[config.mk]
export PLATFORM = sky130hd
export DESIGN_NAME = bypass_ctrl
export DESIGN_NICKNAME = d
export VERILOG_FILES = /design/src/verilog/bypass_pkg.sv /design/src/verilog/bypass_ctrl.sv /design/src/verilog/operand_fwd.sv /design/src/verilog/stage_track.sv /design/src/verilog/stall_ctrl.sv
export SDC_FILE = /design/constraint.sdc
export NUM_CORES = 1
export LEC_CHECK = 0
export ABC_AREA = 1
export BUFFER_PORTS_ARGS = -buffer_cell sky130_fd_sc_hd__buf_4
export CAP_MARGIN = 20
export CORE_MARGIN = 1.5
export CORE_UTILIZATION = 53
export DETAILED_ROUTE_END_ITERATION = 6
export PLACE_DENSITY_LB_ADDON = 0.2
export REMOVE_ABC_BUFFERS = 1
export SLEW_MARGIN = 20
export SYNTH_ARGS = -nofsm -noshare
export SYNTH_HDL_FRONTEND = slang
export SYNTH_SLANG_ARGS = --single-unit
[constraint.sdc]
create_clock -name clk -period 2.2 [get_ports clk]
set_input_delay 0.11 -clock clk [delete_from_list [all_inputs] [get_ports clk]]
set_output_delay 0.11 -clock clk [all_outputs]
set_load 0.05 [all_outputs]
[src/verilog/bypass_pkg.sv]
////////////////////
// Shared widths and encodings for the hazard and bypass controller
////////////////////

package bypass_pkg;

  // Register file addressing, 32 architectural registers
  localparam int unsigned REG_ADDR_W = 5;

  // ID reads at most two source registers per instruction
  localparam int unsigned NUM_READ_PORTS = 2;

  // Width of the operand A and B forward mux selects
  localparam int unsigned FWD_SEL_W = 2;

  // Operand mux codes, code 3 is left unused on purpose
  localparam logic [FWD_SEL_W-1:0] SEL_REGFILE = 2'd0;
  localparam logic [FWD_SEL_W-1:0] SEL_FW_EX   = 2'd1;
  localparam logic [FWD_SEL_W-1:0] SEL_FW_WB   = 2'd2;

  // Jump register path has only two sources
  // EX results never reach the JALR target adder directly
  localparam logic SELJ_REGFILE = 1'b0;
  localparam logic SELJ_FW_WB   = 1'b1;

endpackage

[src/verilog/bypass_ctrl.sv]
`timescale 1ns/1ps

// Hazard and operand bypass controller for an ID, EX, WB pipeline
module bypass_ctrl (
  input  logic                                  clk,
  input  logic                                  reset_i,
  input  logic                                  id_valid_i,
  input  logic [bypass_pkg::NUM_READ_PORTS-1:0] rf_re_i,
  input  logic [bypass_pkg::REG_ADDR_W-1:0]     rf_raddr_a_i,
  input  logic [bypass_pkg::REG_ADDR_W-1:0]     rf_raddr_b_i,
  input  logic                                  id_rf_we_i,
  input  logic [bypass_pkg::REG_ADDR_W-1:0]     id_rf_waddr_i,
  input  logic                                  id_lsu_en_i,
  input  logic                                  id_jalr_i,
  input  logic                                  id_csr_en_i,
  input  logic                                  id_wfi_i,
  input  logic                                  wb_ready_i,
  output logic                                  id_ready_o,
  output logic                                  load_stall_o,
  output logic                                  jalr_stall_o,
  output logic                                  csr_stall_o,
  output logic                                  wfi_stall_o,
  output logic [bypass_pkg::FWD_SEL_W-1:0]      op_a_sel_o,
  output logic [bypass_pkg::FWD_SEL_W-1:0]      op_b_sel_o,
  output logic                                  jalr_sel_o
);

  // EX descriptor
  logic                                  ex_valid;
  logic                                  ex_rf_we;
  logic [bypass_pkg::REG_ADDR_W-1:0]     ex_rf_waddr;
  logic                                  ex_lsu_en;
  logic                                  ex_csr_en;
  logic                                  ex_wfi;
  // WB descriptor
  logic                                  wb_valid;
  logic                                  wb_rf_we;
  logic [bypass_pkg::REG_ADDR_W-1:0]     wb_rf_waddr;
  logic                                  wb_lsu_en;
  logic                                  wb_csr_en;
  // Matches between ID sources and older destinations
  logic [bypass_pkg::NUM_READ_PORTS-1:0] match_ex;
  logic [bypass_pkg::NUM_READ_PORTS-1:0] match_wb;
  logic                                  jalr_wb_match;
  // ID ready is also what lets stage_track load EX
  logic                                  id_ready;

  assign id_ready_o = id_ready;

  stage_track u_stage_track (
    .clk           (clk),
    .reset_i       (reset_i),
    .wb_ready_i    (wb_ready_i),
    .id_valid_i    (id_valid_i),
    .id_ready_i    (id_ready),
    .id_rf_we_i    (id_rf_we_i),
    .id_rf_waddr_i (id_rf_waddr_i),
    .id_lsu_en_i   (id_lsu_en_i),
    .id_csr_en_i   (id_csr_en_i),
    .id_wfi_i      (id_wfi_i),
    .ex_valid_o    (ex_valid),
    .ex_rf_we_o    (ex_rf_we),
    .ex_rf_waddr_o (ex_rf_waddr),
    .ex_lsu_en_o   (ex_lsu_en),
    .ex_csr_en_o   (ex_csr_en),
    .ex_wfi_o      (ex_wfi),
    .wb_valid_o    (wb_valid),
    .wb_rf_we_o    (wb_rf_we),
    .wb_rf_waddr_o (wb_rf_waddr),
    .wb_lsu_en_o   (wb_lsu_en),
    .wb_csr_en_o   (wb_csr_en)
  );

  operand_fwd u_operand_fwd (
    .id_valid_i      (id_valid_i),
    .rf_re_i         (rf_re_i),
    .rf_raddr_a_i    (rf_raddr_a_i),
    .rf_raddr_b_i    (rf_raddr_b_i),
    .ex_valid_i      (ex_valid),
    .ex_rf_we_i      (ex_rf_we),
    .ex_rf_waddr_i   (ex_rf_waddr),
    .wb_valid_i      (wb_valid),
    .wb_rf_we_i      (wb_rf_we),
    .wb_rf_waddr_i   (wb_rf_waddr),
    .match_ex_o      (match_ex),
    .match_wb_o      (match_wb),
    .jalr_wb_match_o (jalr_wb_match),
    .op_a_sel_o      (op_a_sel_o),
    .op_b_sel_o      (op_b_sel_o),
    .jalr_sel_o      (jalr_sel_o)
  );

  stall_ctrl u_stall_ctrl (
    .wb_ready_i      (wb_ready_i),
    .id_valid_i      (id_valid_i),
    .id_jalr_i       (id_jalr_i),
    .id_csr_en_i     (id_csr_en_i),
    .match_ex_i      (match_ex),
    .match_wb_i      (match_wb),
    .jalr_wb_match_i (jalr_wb_match),
    .ex_valid_i      (ex_valid),
    .ex_lsu_en_i     (ex_lsu_en),
    .ex_csr_en_i     (ex_csr_en),
    .ex_wfi_i        (ex_wfi),
    .wb_valid_i      (wb_valid),
    .wb_lsu_en_i     (wb_lsu_en),
    .wb_csr_en_i     (wb_csr_en),
    .load_stall_o    (load_stall_o),
    .jalr_stall_o    (jalr_stall_o),
    .csr_stall_o     (csr_stall_o),
    .wfi_stall_o     (wfi_stall_o),
    .id_ready_o      (id_ready)
  );

endmodule

[src/verilog/operand_fwd.sv]
`timescale 1ns/1ps

// Source register matching against EX and WB, plus the forward mux selects
module operand_fwd (
  input  logic                                  id_valid_i,
  input  logic [bypass_pkg::NUM_READ_PORTS-1:0] rf_re_i,
  input  logic [bypass_pkg::REG_ADDR_W-1:0]     rf_raddr_a_i,
  input  logic [bypass_pkg::REG_ADDR_W-1:0]     rf_raddr_b_i,
  input  logic                                  ex_valid_i,
  input  logic                                  ex_rf_we_i,
  input  logic [bypass_pkg::REG_ADDR_W-1:0]     ex_rf_waddr_i,
  input  logic                                  wb_valid_i,
  input  logic                                  wb_rf_we_i,
  input  logic [bypass_pkg::REG_ADDR_W-1:0]     wb_rf_waddr_i,
  output logic [bypass_pkg::NUM_READ_PORTS-1:0] match_ex_o,
  output logic [bypass_pkg::NUM_READ_PORTS-1:0] match_wb_o,
  output logic                                  jalr_wb_match_o,
  output logic [bypass_pkg::FWD_SEL_W-1:0]      op_a_sel_o,
  output logic [bypass_pkg::FWD_SEL_W-1:0]      op_b_sel_o,
  output logic                                  jalr_sel_o
);

  // Read addresses gathered so the match logic can be generated per port
  logic [bypass_pkg::REG_ADDR_W-1:0] rf_raddr [bypass_pkg::NUM_READ_PORTS];

  // Stage is actually going to write the register file
  logic ex_writes;
  logic wb_writes;

  // Younger producer wins, EX holds the newer value than WB
  function automatic logic [bypass_pkg::FWD_SEL_W-1:0] pick_sel(
    input logic hit_ex,
    input logic hit_wb
  );
    logic [bypass_pkg::FWD_SEL_W-1:0] sel;
    sel = bypass_pkg::SEL_REGFILE;
    if (hit_ex) begin
      sel = bypass_pkg::SEL_FW_EX;
    end else if (hit_wb) begin
      sel = bypass_pkg::SEL_FW_WB;
    end
    return sel;
  endfunction

  assign rf_raddr[0] = rf_raddr_a_i;
  assign rf_raddr[1] = rf_raddr_b_i;

  assign ex_writes = ex_valid_i && ex_rf_we_i;
  assign wb_writes = wb_valid_i && wb_rf_we_i;

  ////////////////////
  // Per port matching
  ////////////////////

  // x0 reads as zero and is never a hazard, so nonzero addresses only
  for (genvar p = 0; p < bypass_pkg::NUM_READ_PORTS; p++) begin : gen_port_match
    logic port_live;
    assign port_live     = id_valid_i && rf_re_i[p] && (|rf_raddr[p]);
    assign match_ex_o[p] = port_live && ex_writes && (ex_rf_waddr_i == rf_raddr[p]);
    assign match_wb_o[p] = port_live && wb_writes && (wb_rf_waddr_i == rf_raddr[p]);
  end

  assign op_a_sel_o = pick_sel(match_ex_o[0], match_wb_o[0]);
  assign op_b_sel_o = pick_sel(match_ex_o[1], match_wb_o[1]);

  // JALR always reads rs1 on port A, the read enable is implied here
  // Also left unqualified by ID valid, the select is ignored without a JALR
  assign jalr_wb_match_o = wb_writes && (|rf_raddr_a_i) && (wb_rf_waddr_i == rf_raddr_a_i);

  assign jalr_sel_o = jalr_wb_match_o ? bypass_pkg::SELJ_FW_WB : bypass_pkg::SELJ_REGFILE;

endmodule

[src/verilog/stage_track.sv]
`timescale 1ns/1ps

// Keeps a copy of what sits in EX and WB so the hazard logic can look at it
// Only the fields that matter for stalls and forwarding are tracked
module stage_track (
  input  logic                              clk,
  input  logic                              reset_i,
  input  logic                              wb_ready_i,
  input  logic                              id_valid_i,
  input  logic                              id_ready_i,
  input  logic                              id_rf_we_i,
  input  logic [bypass_pkg::REG_ADDR_W-1:0] id_rf_waddr_i,
  input  logic                              id_lsu_en_i,
  input  logic                              id_csr_en_i,
  input  logic                              id_wfi_i,
  output logic                              ex_valid_o,
  output logic                              ex_rf_we_o,
  output logic [bypass_pkg::REG_ADDR_W-1:0] ex_rf_waddr_o,
  output logic                              ex_lsu_en_o,
  output logic                              ex_csr_en_o,
  output logic                              ex_wfi_o,
  output logic                              wb_valid_o,
  output logic                              wb_rf_we_o,
  output logic [bypass_pkg::REG_ADDR_W-1:0] wb_rf_waddr_o,
  output logic                              wb_lsu_en_o,
  output logic                              wb_csr_en_o
);

  // The pipeline moves only when WB retires its instruction
  logic advance;
  // Handshake completes in ID this cycle
  logic id_accept;

  assign advance   = wb_ready_i;
  assign id_accept = id_valid_i && id_ready_i;

  ////////////////////
  // Valid bits
  ////////////////////

  // On an advance WB inherits EX, and EX gets either the accepted
  // instruction or a bubble when ID did not hand anything over
  always_ff @(posedge clk) begin
    if (reset_i) begin
      ex_valid_o <= 1'b0;
      wb_valid_o <= 1'b0;
    end else if (advance) begin
      wb_valid_o <= ex_valid_o;
      ex_valid_o <= id_accept;
    end
  end

  ////////////////////
  // Descriptor payload
  ////////////////////

  // Fields are don't care while the matching valid bit is low
  // All consumers qualify them with valid
  always_ff @(posedge clk) begin
    if (advance) begin
      ex_rf_we_o    <= id_rf_we_i;
      ex_rf_waddr_o <= id_rf_waddr_i;
      ex_lsu_en_o   <= id_lsu_en_i;
      ex_csr_en_o   <= id_csr_en_i;
      ex_wfi_o      <= id_wfi_i;
      // WFI only blocks ID while in EX, so WB never needs it
      wb_rf_we_o    <= ex_rf_we_o;
      wb_rf_waddr_o <= ex_rf_waddr_o;
      wb_lsu_en_o   <= ex_lsu_en_o;
      wb_csr_en_o   <= ex_csr_en_o;
    end
  end

endmodule

[src/verilog/stall_ctrl.sv]
`timescale 1ns/1ps

// Turns the register matches and stage flags into ID stalls
module stall_ctrl (
  input  logic                                  wb_ready_i,
  input  logic                                  id_valid_i,
  input  logic                                  id_jalr_i,
  input  logic                                  id_csr_en_i,
  input  logic [bypass_pkg::NUM_READ_PORTS-1:0] match_ex_i,
  input  logic [bypass_pkg::NUM_READ_PORTS-1:0] match_wb_i,
  input  logic                                  jalr_wb_match_i,
  input  logic                                  ex_valid_i,
  input  logic                                  ex_lsu_en_i,
  input  logic                                  ex_csr_en_i,
  input  logic                                  ex_wfi_i,
  input  logic                                  wb_valid_i,
  input  logic                                  wb_lsu_en_i,
  input  logic                                  wb_csr_en_i,
  output logic                                  load_stall_o,
  output logic                                  jalr_stall_o,
  output logic                                  csr_stall_o,
  output logic                                  wfi_stall_o,
  output logic                                  id_ready_o
);

  // A CSR access sits in EX or WB and may still change CSR state
  logic csr_in_flight;

  ////////////////////
  // Stall sources
  ////////////////////

  // Load data is not available from EX at all, and from WB only once
  // the data bus has answered, which wb_ready_i tells us
  assign load_stall_o = (ex_lsu_en_i && (|match_ex_i)) ||
                        (!wb_ready_i && (|match_wb_i));

  // The jump target adder only taps WB, and never load data from WB
  assign jalr_stall_o = id_valid_i && id_jalr_i &&
                        (match_ex_i[0] || (jalr_wb_match_i && wb_lsu_en_i));

  assign csr_in_flight = (ex_valid_i && ex_csr_en_i) || (wb_valid_i && wb_csr_en_i);

  // Coarse rule: any CSR in ID waits for older CSR accesses to drain
  assign csr_stall_o = id_valid_i && id_csr_en_i && csr_in_flight;

  // Nothing may follow a WFI until it has left EX
  assign wfi_stall_o = ex_valid_i && ex_wfi_i;

  ////////////////////
  // ID handshake
  ////////////////////

  // Back-pressure from WB blocks ID just like any stall does
  assign id_ready_o = wb_ready_i && !load_stall_o && !jalr_stall_o &&
                      !csr_stall_o && !wfi_stall_o;

endmodule
* After elaboration in Yosys (flattened, before gate mapping)
Cells that the tools add are included.
** Cells by class
- Reductions and logical operators :: 43
- Eq/ne operators :: 4
- Muxes and demuxes :: 5
** Operators by type and width (number)
- logical AND 1 bit :: 31
- == test 5 bit :: 4
- OR reduction 5 bit :: 2
- 2-to-1 mux 2 bit :: 4
- zero test 1 bit :: 5
- OR reduction 2 bit :: 2
- logical OR 1 bit :: 3
- 2-to-1 mux 1 bit :: 1
** Storage, ports and cells
- Register bits :: 19
- Output and inout bits :: 10
- Logic and storage cells :: 63
- Input port bits :: 26

* Depth between registers and ports, before layout
Gate-level depths: netlist (run 1).
- Word-level depth :: 13
- Depth in mapped cells :: 10
- Gate-level depth less buffers :: 10

* Cells and area by module
Synthesis (run 1) repeated with hierarchy kept, for this count alone.
** Unflattened totals
- Cell total of the unflattened synthesis :: 152
- Area total of the unflattened synthesis :: 1127.3 um^2
** By module, submodules not included
- stage_track :: times used 1, seq. area each 550.5 um^2, area an instance 588.1 um^2, cells each 27
- operand_fwd :: times used 1, seq. area each 0.0 um^2, area an instance 457.9 um^2, cells each 106
- stall_ctrl :: times used 1, seq. area each 0.0 um^2, area an instance 81.3 um^2, cells each 19

* Worst setup path before layout (run 1)
No wires, ideal clock.
- Path type :: reg-to-output
- From :: register u_stage_track.ex_rf_waddr_o[1] (netlist bit)
- To :: output port op_b_sel_o[1] (netlist bit)
- Cell stages (with the launch flop) :: 6
- Slack :: -0.842 ns
- Required time :: 2.090 ns
- Data arrival time :: 2.932 ns
- Buffers on the path :: 0
- Cell sequence :: edfxtp_1 > xor2_1 > inv_1 > nand2_1 > nor4_1 > nor2_1
** On the way
- Cells in the longest elaborated chain, start to end :: 3
** Ends and longest elaborated chain
- start: declaration :: RTL line stage_track.sv:18 : output logic [bypass_pkg::REG_ADDR_W-1:0] ex_rf_waddr_o,
- start signal: assignment :: RTL line stage_track.sv:62 : ex_rf_waddr_o <= id_rf_waddr_i;
- == test 5 bit :: RTL line operand_fwd.sv:59 : assign match_ex_o[p] = port_live && ex_writes && (ex_rf_waddr_i == rf_raddr[p]);
- logical AND 1 bit :: RTL line operand_fwd.sv:59
- 2-to-1 mux 2 bit :: RTL line operand_fwd.sv:37 : if (hit_ex) begin
- end: declaration :: RTL line bypass_ctrl.sv:24 : output logic [bypass_pkg::FWD_SEL_W-1:0] op_b_sel_o,
No other way between the ends.

* Final worst setup path (run 1)
- From :: register u_stage_track.wb_rf_waddr_o[0] (netlist bit)
- To :: output port load_stall_o
** On the way
- Cells in the longest elaborated chain, start to end :: 5
- Elaborated cells between the ends (all ways) :: 7
- Classes of those cells :: eq/ne: 2; reduce/logical: 5
** Ends and longest elaborated chain
- start: declaration :: RTL line stage_track.sv:24 : output logic [bypass_pkg::REG_ADDR_W-1:0] wb_rf_waddr_o,
- start signal: assignment :: RTL line stage_track.sv:68 : wb_rf_waddr_o <= ex_rf_waddr_o;
- == test 5 bit :: RTL line operand_fwd.sv:60 : assign match_wb_o[p] = port_live && wb_writes && (wb_rf_waddr_i == rf_raddr[p]);
- logical AND 1 bit :: RTL line operand_fwd.sv:60
- OR reduction 2 bit (*) :: RTL line stall_ctrl.sv:36 : (!wb_ready_i && (|match_wb_i));
- logical AND 1 bit (*) :: RTL line stall_ctrl.sv:36
- logical OR 1 bit (*) :: RTL line stall_ctrl.sv:35 : assign load_stall_o = (ex_lsu_en_i && (|match_ex_i)) ||
- end: declaration :: RTL line bypass_ctrl.sv:19 : output logic load_stall_o,
Mark *: on every way between the ends. The rest lies on a longest branch, timed or not.

==> impl_metrics.py, run 1 <==
metrics = {
    "synth": {
        "synthCells": 139,
        "syn_area_um2": 1136,
        "yosysSeqAreaShare_pct": 48.46,
        "yosysTopAreaCellShare_pct": 44.93,
        "ys_ff_latch": 19,
        "yosys.cell_types.count": 22,
        "synthTopCellsByArea": "edfxtp_1 45%, nand2_1 14%, inv_1 6.6%, nor2_1 6.6%, xnor2_1 6.2%",
        "post-synth-top-area-cell": "edfxtp_1",
        "avgSynthCellArea_um2": 8.173,
        "yosysWarnings": 0,
    },
    "placed_design": {
        "place_ws_ps": 613.2,
        "portBuffers": 35,
        "dp.cells": 201,
        "placed_cell_area_um2": 1433,
        "hpwl_mm": 2.014,
        "place.gp.congestion": 0.8841,
    },
    "layout": {
        "final_cell_mix": "42 x nand2_1, 35 x buf_4, 20 x nor2_1, 20 x inv_1, 17 x edfxtp_1",
        "final_nets": 215,
        "fill_cells": 138,
        "areaGrowthSynthToFinish_pct": 37.34,
        "fin_cells": 215,
        "layout_commonest_cell": "nand2_1",
        "largestRegisters": "u_stage_track.ex_rf_waddr_o (5), u_stage_track.wb_rf_waddr_o (5)",
        "fin_area_um2": 1560,
        "post-route-util_pct": 78.72,
        "drive_gt1_share_pct": 24.47,
        "diodes": 0,
    },
    "grt": {
        "grt_pass1_vias": 1070,
        "grt_max_degree": 20,
        "antenna_found_initial": 0,
        "grt_first_pass_wirelength_mm": 4.533,
        "overflow": 0,
        "grt_use_total_pct": 25.18,
    },
    "setup_path": {
        "reg2reg_slack_ps": 740,
        "crit_arrival_ps": 1790,
        "required_ps": 2090,
        "worst_setup_path_start_kind": "register",
        "crit_fanout": 3,
        "end_kind": "primary output",
        "crit_start": "u_stage_track.wb_rf_waddr_o[0]",
        "crit_top_cell": "nand2_1",
        "rr_endpoint": "u_stage_track.ex_valid_o",
        "r2r_cells": 10,
        "r2r_start": "u_stage_track.ex_rf_waddr_o[3]",
        "cpMaxStageDelayCell": "edfxtp_1",
        "criticalPathCategory": "register to primary output",
        "path_cells": "a21oi_2, nand2_2, nor4_4, nand3_2, nand2_1, nand2_1, nand2_1, buf_4",
        "cp_num_buf_inv": 1,
        "path_depth": 8,
        "max_stage_delay_ps": 450,
        "crit_family": "simple AND/OR/NAND/NOR gates",
    },
    "clock_tree": {
        "cts_max_level": 1,
        "clock_path_buffers": 2,
        "clk_latency_ps": 300,
        "cts_tree": "built",
        "cts_setup_buffers": 0,
        "clkTransAtPathRegs_ps": 120,
        "root_buffer": "clkbuf_4",
        "cts_buffers": 3,
        "clock_sinks": 19,
    },
    "floorplan": {
        "die-area_um2": 2430,
        "fp.dieH_um": 49.30,
        "coreArea_um2": 1982,
        "start_util_pct": 57.32,
        "rows": 16,
        "fp.dieW_um": 49.30,
        "pin_count": 36,
    },
    "sta": {
        "setup_violations": 0,
        "setup_tns_ps": 0,
        "min_period_over_period_pct": 86.54,
        "post-route-min-period_ps": 1904,
        "worst_pin_slew_ps": 382.8,
        "max_slew_margin_pct": 74.25,
        "hold_violations": 0,
        "rsz0062_at_grt": "no",
        "clock_skew_ps": 3.872,
        "worst_slack_ps": 296.1,
        "report.final.slew_viol_count": 0,
        "max_freq_mhz": 525.2,
    },
    "route": {
        "wl_met2_mm": 1.442,
        "wl_met1_mm": 1.049,
        "drt_iter0_drc": 34,
        "wirelength_mm": 2.804,
        "dr.pass1.iters": 4,
        "dr.max_layer_used": "met4",
        "ant_nets": 0,
        "vias": 1106,
        "remaining_drc_errors": 0,
        "avgRoutedWirePerCell_um": 13.04,
        "post_drt_via_cell_ratio": 5.144,
        "dr_wl_met3_um": 219,
    },
    "run": {
        "drv_cap": 0,
    },
    "power": {
        "power.leakage_nw": 0.7436,
        "powerDensity_nw_per_um2": 506.4,
        "vdd.ir_drop.worst_mv": 0.5346,
    },
    "worst_hold_path": {
        "hold_end": "u_stage_track.ex_valid_o",
        "min-delay-start": "id_valid_i",
        "hold_class": "input pin to register",
        "whs_path_depth": 3,
    },
    "outcome": {
        "status": "complete, no violations",
    },
}
worst register-to-register path, cell delays in order (launching register included):
cell and delay, ps:
edfxtp_1 500, inv_1 160, nor2_1 70, nor2_1 80
nand2_1 60, nor2_1 100, nand2_1 70, nand2_1 70
nand2_1 70, nand4_1 100, a21oi_1 70
through the flow:
| stage | power (mW) | hold WS [ps] |
|---|---|---|
| after detailed placement | 0.5973 | 280.6 |
| after floorplan | 0.5240 | 179.1 |
| after global routing | 0.8259 | 153.3 |
| after global placement | 0.5903 | 276.0 |
| final | 0.7902 | 152.3 |
| after CTS | 0.7869 | 132.0 |
worst max-delay path by stage:
stage / end / slack, ps
floorplan: op_b_sel_o[1] / -840
global placement: load_stall_o / 690
detailed placement: load_stall_o / 610
CTS: load_stall_o / 270
global route: id_ready_o / 150
finish: load_stall_o / 300
report_power, final:
| part | switching (mW) | internal (mW) | total [mW] | leakage (nW) |
|---|---|---|---|---|
| Combinational | 0.0862 | 0.0778 | 0.164 | 0.543 |
| Clock | 0.114 | 0.0677 | 0.182 | 0.0177 |
| Sequential | 0.0214 | 0.423 | 0.444 | 0.183 |
timing repair:
item | in CTS | in global routing
hold buffers | 10 | 0
endpoints found under the hold margin | 11 | 0
resized for setup | 0 | 0
final cells by class:
cell class	instances	area [µm²]	share of cell area (%)
timing repair buffer	45	362.8	23.26
clock buffer	3	22.52	1.443
inverter	21	78.83	5.052
sequential	19	550.5	35.28
clock inverter	1	5.005	0.3208
multi-input combinational	99	506.7	32.48
tap	27	33.78	2.165
routing by layer:
metal / GRT usage (%) / vias to the layer above
met2: 44.59 / 55
met3: 3.988 / 15
met1: 30.10 / 493
met4: 10.48 / 0
li1: - / 543
met5: 0 / -
Yosys cell counts:
library cell and count:
nand3_2 1, o2111ai_1 1, o211ai_1 1, xnor2_1 8, xor2_1 3, nand2_1 42, nand3_1 6, nor2_4 1
or2_1 1, nor4_1 1, or2_2 1, nor4_4 1, nor2_1 20, dfxtp_1 2, a21oi_1 3, nand4_1 4
edfxtp_1 17, inv_2 1, inv_1 20, nor3_1 3, a21oi_2 1, nand2_2 1
kinds of logic after synthesis:
family                 count (synthesis)  share of synthesized area (%)
AO/OA/AOI/OAI                          6                          3.524
flip-flops                            19                          48.46
AND/OR/NAND/NOR                       82                          32.60
buffers and inverters                 21                          6.938
XOR/XNOR                              11                          8.481
(Power assumes the default switching activity.)
==> inputs of run 2 (changes only) <==
--- a/config.mk
+++ b/config.mk
@@ -5,12 +5,12 @@
 export SDC_FILE = /design/constraint.sdc
 export NUM_CORES = 1
 export LEC_CHECK = 0
-export ABC_AREA = 1
 export BUFFER_PORTS_ARGS = -buffer_cell sky130_fd_sc_hd__buf_4
 export CAP_MARGIN = 20
 export CORE_MARGIN = 1.5
-export CORE_UTILIZATION = 53
+export CORE_UTILIZATION = 48
 export DETAILED_ROUTE_END_ITERATION = 6
+export MAX_ROUTING_LAYER = met4
 export PLACE_DENSITY_LB_ADDON = 0.2
 export REMOVE_ABC_BUFFERS = 1
 export SLEW_MARGIN = 20
==> constraint.sdc (replaced) <==
create_clock -name clk -period 1.95 [get_ports clk]
set_input_delay 0.0975 -clock clk [delete_from_list [all_inputs] [get_ports clk]]
set_output_delay 0.0975 -clock clk [all_outputs]
set_load 0.05 [all_outputs]
==> run 2 against run 1 <==
Compared with the run above:
- the flow now finishes with violations (negative setup slack)
- clock skew fell by 1.5 ps
- global-route usage fell by 2.9 points
- cell count fell by 22%
- largest cell class unchanged
==> impl_metrics.py, run 2 <==
metrics = {
    "worst_hold_path": {
        "hold_class": "input pin to register",
        "min-delay-start": "id_valid_i",
    },
    "clock_tree": {
        "cts_tree": "built",
        "clkTransAtPathRegs_ps": 100,
        "root_buffer": "clkbuf_4",
        "clock_path_buffers": 2,
        "clock_sinks": 19,
        "cts_buffers": 3,
        "cts_max_level": 1,
        "clk_latency_ps": 290,
    },
    "grt": {
        "antenna_found_initial": 0,
        "grt_first_pass_wirelength_mm": 3.995,
        "grt_use_total_pct": 22.30,
        "overflow": 0,
        "grt_pass1_vias": 907,
        "grt_max_degree": 22,
    },
    "layout": {
        "layout_commonest_cell": "buf_4",
        "drive_gt1_share_pct": 42.86,
        "final_nets": 167,
        "diodes": 0,
        "post-route-util_pct": 80.05,
        "areaGrowthSynthToFinish_pct": 55.39,
        "final_cell_mix": "39 x buf_4, 17 x edfxtp_1, 10 x dlygate4sd3_1",
        "largestRegisters": "u_stage_track.ex_rf_waddr_o (5), u_stage_track.wb_rf_waddr_o (5)",
    },
    "route": {
        "remaining_drc_errors": 0,
        "ant_nets": 0,
        "drt_iter0_drc": 15,
        "dr.pass1.iters": 4,
        "wirelength_mm": 2.416,
        "vias": 863,
        "post_drt_via_cell_ratio": 5.168,
        "avgRoutedWirePerCell_um": 14.47,
    },
    "setup_path": {
        "reg2reg_slack_ps": 60,
        "required_ps": 1850,
        "worst_setup_path_start_kind": "register",
        "r2r_start": "u_stage_track.ex_rf_waddr_o[3]",
        "crit_fanout": 3,
        "criticalPathCategory": "register to primary output",
        "crit_start": "u_stage_track.ex_rf_waddr_o[3]",
        "end_kind": "primary output",
        "crit_arrival_ps": 2120,
    },
    "outcome": {
        "status": "finished with violations",
        "violations": "negative setup slack",
    },
    "synth": {
        "syn_area_um2": 1021,
        "post-synth-top-area-cell": "edfxtp_1",
        "synth_edf_count": 17,
        "synthTopCellsByCount": "17 x edfxtp_1, 12 x xnor2_1, 7 x xor2_1",
        "yosysSeqAreaShare_pct": 53.92,
        "avgSynthCellArea_um2": 12.45,
        "synthCells": 82,
        "async_flop_share_pct": 0,
        "ys.flop_type": "edfxtp_1",
        "yosys.cell_types.count": 31,
        "ys_ff_latch": 19,
        "synthTopCellsByArea": "edfxtp_1 50%, xnor2_1 10%, xor2_1 6.0%, dfxtp_1 3.9%, nand4_1 3.1%",
        "yosysTopAreaCellShare_pct": 50.00,
        "yosysWarnings": 0,
        "synthMostInstantiatedCell": "edfxtp_1",
    },
    "floorplan": {
        "fp.dieW_um": 49.12,
        "rows": 16,
        "die-area_um2": 2413,
        "coreArea_um2": 1982,
        "pin_count": 36,
        "fp.dieH_um": 49.12,
        "start_util_pct": 51.52,
    },
    "sta": {
        "max_freq_mhz": 450.6,
        "rsz0062_at_grt": "yes",
        "post-route-min-period_ps": 2219,
        "clock_skew_ps": 2.377,
        "hold_violations": 0,
        "setup_violations": 7,
        "hold-worst-slack_ps": 123.1,
        "worst_pin_slew_ps": 431.6,
        "setup_tns_ps": -1096,
        "max_slew_margin_pct": 71.15,
        "report.final.slew_viol_count": 0,
        "worst_slack_ps": -269.2,
        "min_period_over_period_pct": 113.8,
    },
    "power": {
        "vdd.ir_drop.worst_mv": 0.5338,
        "powerDensity_nw_per_um2": 559.2,
        "power.leakage_nw": 0.6465,
        "power_uw": 887.2,
    },
    "placed_design": {
        "place.gp.congestion": 0.7818,
        "portBuffers": 35,
        "place_ws_ps": 23.81,
    },
    "run": {
        "drv_cap": 0,
    },
}
run 2: cells by family (layout without fill, tap and decap cells):
family	Yosys count	in the layout	synth area share, %
simple gates	32	32	19.24
compound gates	8	8	7.231
buf+inv	2	60	0.7356
xor+xnor	20	20	17.89
flops	19	19	53.92
mux	1	1	0.9804
run 2: layout make-up:
class / instances / area [µm²]
repair buffers: 54 / 452.9
fillers: 115 / 395.4
well taps: 27 / 33.78
inverters: 2 / 7.507
multi-input cells: 61 / 515.5
flip-flops and latches: 19 / 550.5
clock buffers: 4 / 26.28
run 2: critical path: stages (launching register included):
cell      delay, ps
edfxtp_1        490
xnor2_2         200
nand4_1         110
or4b_4          550
a21boi_4        140
o21bai_1        120
buf_4           210
run 2: stage by stage:
step,instance area (µm²),std cells
finish,1587,167
global route,1587,167
CTS,1549,165
detailed placement,1333,146
global placement,1333,146
floorplan,1021,82
run 2: path summary, 6_finish.rpt:
kind,endpoint,cells past startpoint
worst max-delay path,load_stall_o,6
worst max register to register,u_stage_track.ex_valid_o,7
worst min register to register,u_stage_track.wb_csr_en_o,0
worst min-delay path,u_stage_track.ex_valid_o,3
run 2: timing repair:
item,4_1_cts,5_1_grt
hold endpoints to repair,10,0
cloned,0,0
resized for setup,12,3
pin swaps,4,1
hold buffers,10,0
setup endpoints to repair,5,8
buffers inserted,5,2
run 2: metal layers:
metal / vias to the layer above / wire length, µm / track usage (%)
met5: - / 0 / -
met4: 0 / 18 / 5.714
met3: 4 / 77 / 3.067
met2: 23 / 1293 / 39.19
met1: 411 / 1027 / 26.88
li1: 425 / - / -
run 2: where the power goes:
part	switching, mW	internal, mW
Clock	0.114	0.0795
Sequential	0.0242	0.477
Combinational	0.0807	0.111
==> inputs of run 3 (changes only) <==
--- a/config.mk
+++ b/config.mk
@@ -5,15 +5,15 @@
 export SDC_FILE = /design/constraint.sdc
 export NUM_CORES = 1
 export LEC_CHECK = 0
+export ABC_AREA = 1
 export BUFFER_PORTS_ARGS = -buffer_cell sky130_fd_sc_hd__buf_4
 export CAP_MARGIN = 20
 export CORE_MARGIN = 1.5
-export CORE_UTILIZATION = 48
+export CORE_UTILIZATION = 50
 export DETAILED_ROUTE_END_ITERATION = 6
 export MAX_ROUTING_LAYER = met4
 export PLACE_DENSITY_LB_ADDON = 0.2
 export REMOVE_ABC_BUFFERS = 1
-export SLEW_MARGIN = 20
 export SYNTH_ARGS = -nofsm -noshare
 export SYNTH_HDL_FRONTEND = slang
 export SYNTH_SLANG_ARGS = --single-unit
==> run 3 against run 2 <==
Compared with the run above:
- the run now ends clean
- global-route usage up 2.0 points
- critical endpoint unchanged
- flip-flop and latch count unchanged
- clock power up 3%
- first-iteration DRC count up 110%
- non-clock buffer count down 5
- clock-buffer cell count down 1
- cell count up 32%
- combinational power about the same
- via count up 27%
- utilization down 5.5 points
- register-to-register slack better by 400 ps
==> impl_metrics.py, run 3 (synthesized netlist as in run 1, its figures left out) <==
metrics = {
    "sta": {
        "worst_pin_slew_ps": 340.6,
        "post-route-min-period_ps": 1890,
        "min_period_over_period_pct": 96.92,
        "worst_slack_ps": 60.13,
        "hold_violations": 0,
        "rsz0062_at_grt": "yes",
        "setup_violations": 0,
        "report.final.slew_viol_count": 0,
        "max_slew_margin_pct": 77.08,
        "setup_tns_ps": 0,
        "max_freq_mhz": 529.1,
        "clock_skew_ps": 5.015,
    },
    "grt": {
        "overflow": 0,
        "grt_pass1_vias": 1091,
        "grt_use_total_pct": 24.27,
        "antenna_found_initial": 0,
        "grt_first_pass_wirelength_mm": 4.471,
        "grt_max_degree": 20,
    },
    "layout": {
        "drive_gt1_share_pct": 28.65,
        "diodes": 0,
        "final_nets": 219,
        "post-route-util_pct": 74.51,
        "layout_commonest_cell": "nand2_1",
        "areaGrowthSynthToFinish_pct": 42.29,
        "fin_cells": 220,
        "final_cell_mix": "42 x nand2_1, 36 x buf_4, 19 x inv_1",
        "largestRegisters": "u_stage_track.ex_rf_waddr_o (5), u_stage_track.wb_rf_waddr_o (5)",
    },
    "setup_path": {
        "max_stage_delay_ps": 450,
        "crit_arrival_ps": 1790,
        "cp_num_buf_inv": 1,
        "crit_family": "simple AND/OR/NAND/NOR gates",
        "end_kind": "primary output",
        "crit_start": "u_stage_track.wb_rf_waddr_o[3]",
        "crit_top_cell": "nand2_1",
        "required_ps": 1850,
        "crit_fanout": 3,
        "r2r_start": "u_stage_track.ex_rf_waddr_o[3]",
        "worst_setup_path_start_kind": "register",
        "path_cells": "xnor2_1, nand2_1, nor4_4, nand3_2, nand2_1, nand2_1, nand2_1, buf_6",
        "cpMaxStageDelayCell": "edfxtp_1",
        "criticalPathCategory": "register to primary output",
    },
    "floorplan": {
        "rows": 17,
        "pin_count": 36,
        "start_util_pct": 52.36,
        "coreArea_um2": 2170,
        "die-area_um2": 2567,
        "fp.dieH_um": 50.67,
        "fp.dieW_um": 50.67,
    },
    "worst_hold_path": {
        "hold_class": "input pin to register",
        "min-delay-start": "id_valid_i",
    },
    "clock_tree": {
        "cts_tree": "built",
        "root_buffer": "clkbuf_4",
        "clock_sinks": 19,
        "clkTransAtPathRegs_ps": 110,
        "clock_path_buffers": 2,
        "clk_latency_ps": 290,
        "cts_max_level": 1,
        "cts_buffers": 3,
    },
    "route": {
        "ant_nets": 0,
        "dr.pass1.iters": 4,
        "vias": 1098,
        "remaining_drc_errors": 0,
        "wirelength_mm": 2.804,
        "avgRoutedWirePerCell_um": 12.75,
        "drt_iter0_drc": 31,
        "post_drt_via_cell_ratio": 4.991,
    },
    "run": {
        "drv_cap": 0,
    },
    "placed_design": {
        "portBuffers": 35,
        "hpwl_mm": 2.024,
        "dp.cells": 202,
        "place_ws_ps": 395.3,
        "place.gp.congestion": 0.8736,
    },
    "power": {
        "power.leakage_nw": 0.7712,
        "vdd.ir_drop.worst_mv": 0.5230,
        "power_uw": 895.9,
        "powerDensity_nw_per_um2": 554.2,
    },
    "outcome": {
        "status": "complete, no violations",
    },
}
## run 3: final cells by class
class	instances	area [µm²]
Clock buffer	3	22.52
Tap cell	28	35.03
Sequential cell	19	551.8
Clock inverter	1	5.005
Inverter	21	78.83
Fill cell	184	553.0
Multi-Input combinational cell	99	519.2
Timing Repair Buffer	49	404.1
## run 3: where the power goes
part | internal (mW) | switching [mW]
Clock | 0.0762 | 0.124
Combinational | 0.0961 | 0.0986
Sequential | 0.477 | 0.0241
Total | 0.649 | 0.247
## run 3: worst paths after layout
| check | endpoint | slack, ps | cells after the start |
|---|---|---|---|
| hold / removal | u_stage_track.ex_valid_o | 130 | 3 |
| hold reg to reg | u_stage_track.wb_rf_we_o | 460 | 0 |
| setup reg to reg | u_stage_track.ex_valid_o | 460 | 9 |
| setup / recovery | load_stall_o | 60 | 8 |
## run 3: metrics by stage
step	instance area, µm²	hold slack (ps)
2_1_floorplan	1136	166.6
3_5_place_dp	1434	266.1
4_1_cts	1562	120.0
6_report	1617	131.3
3_3_place_gp	1434	266.2
5_1_grt	1617	125.3
## run 3: metal layers
metal | vias to the layer above | global-route usage, % | part of all wire [%] | wire [µm]
met4 | 0 | 5.405 | 0.50 | 14
met2 | 37 | 45.18 | 54 | 1504
li1 | 555 | - | - | -
met5 | - | - | 0 | 0
met1 | 504 | 27.75 | 42 | 1166
met3 | 2 | 2.976 | 4.2 | 118
## run 3: what timing repair did
| item | in CTS | in global routing |
|---|---|---|
| hold endpoints to repair | 11 | 0 |
| gates resized for setup | 0 | 8 |
| setup buffers | 0 | 4 |
| hold buffers | 10 | 0 |
| setup endpoints to repair | 0 | 5 |
## run 3: worst reg2reg max path, cell delays in order (launching register included)
cell      delay (ps)
edfxtp_1         510
buf_4            190
xnor2_1          140
nand2_1           60
nor2_1            80
nand3_1          100
nand2_1           80
nand2_1           70
nand4_1           90
a21oi_1           60
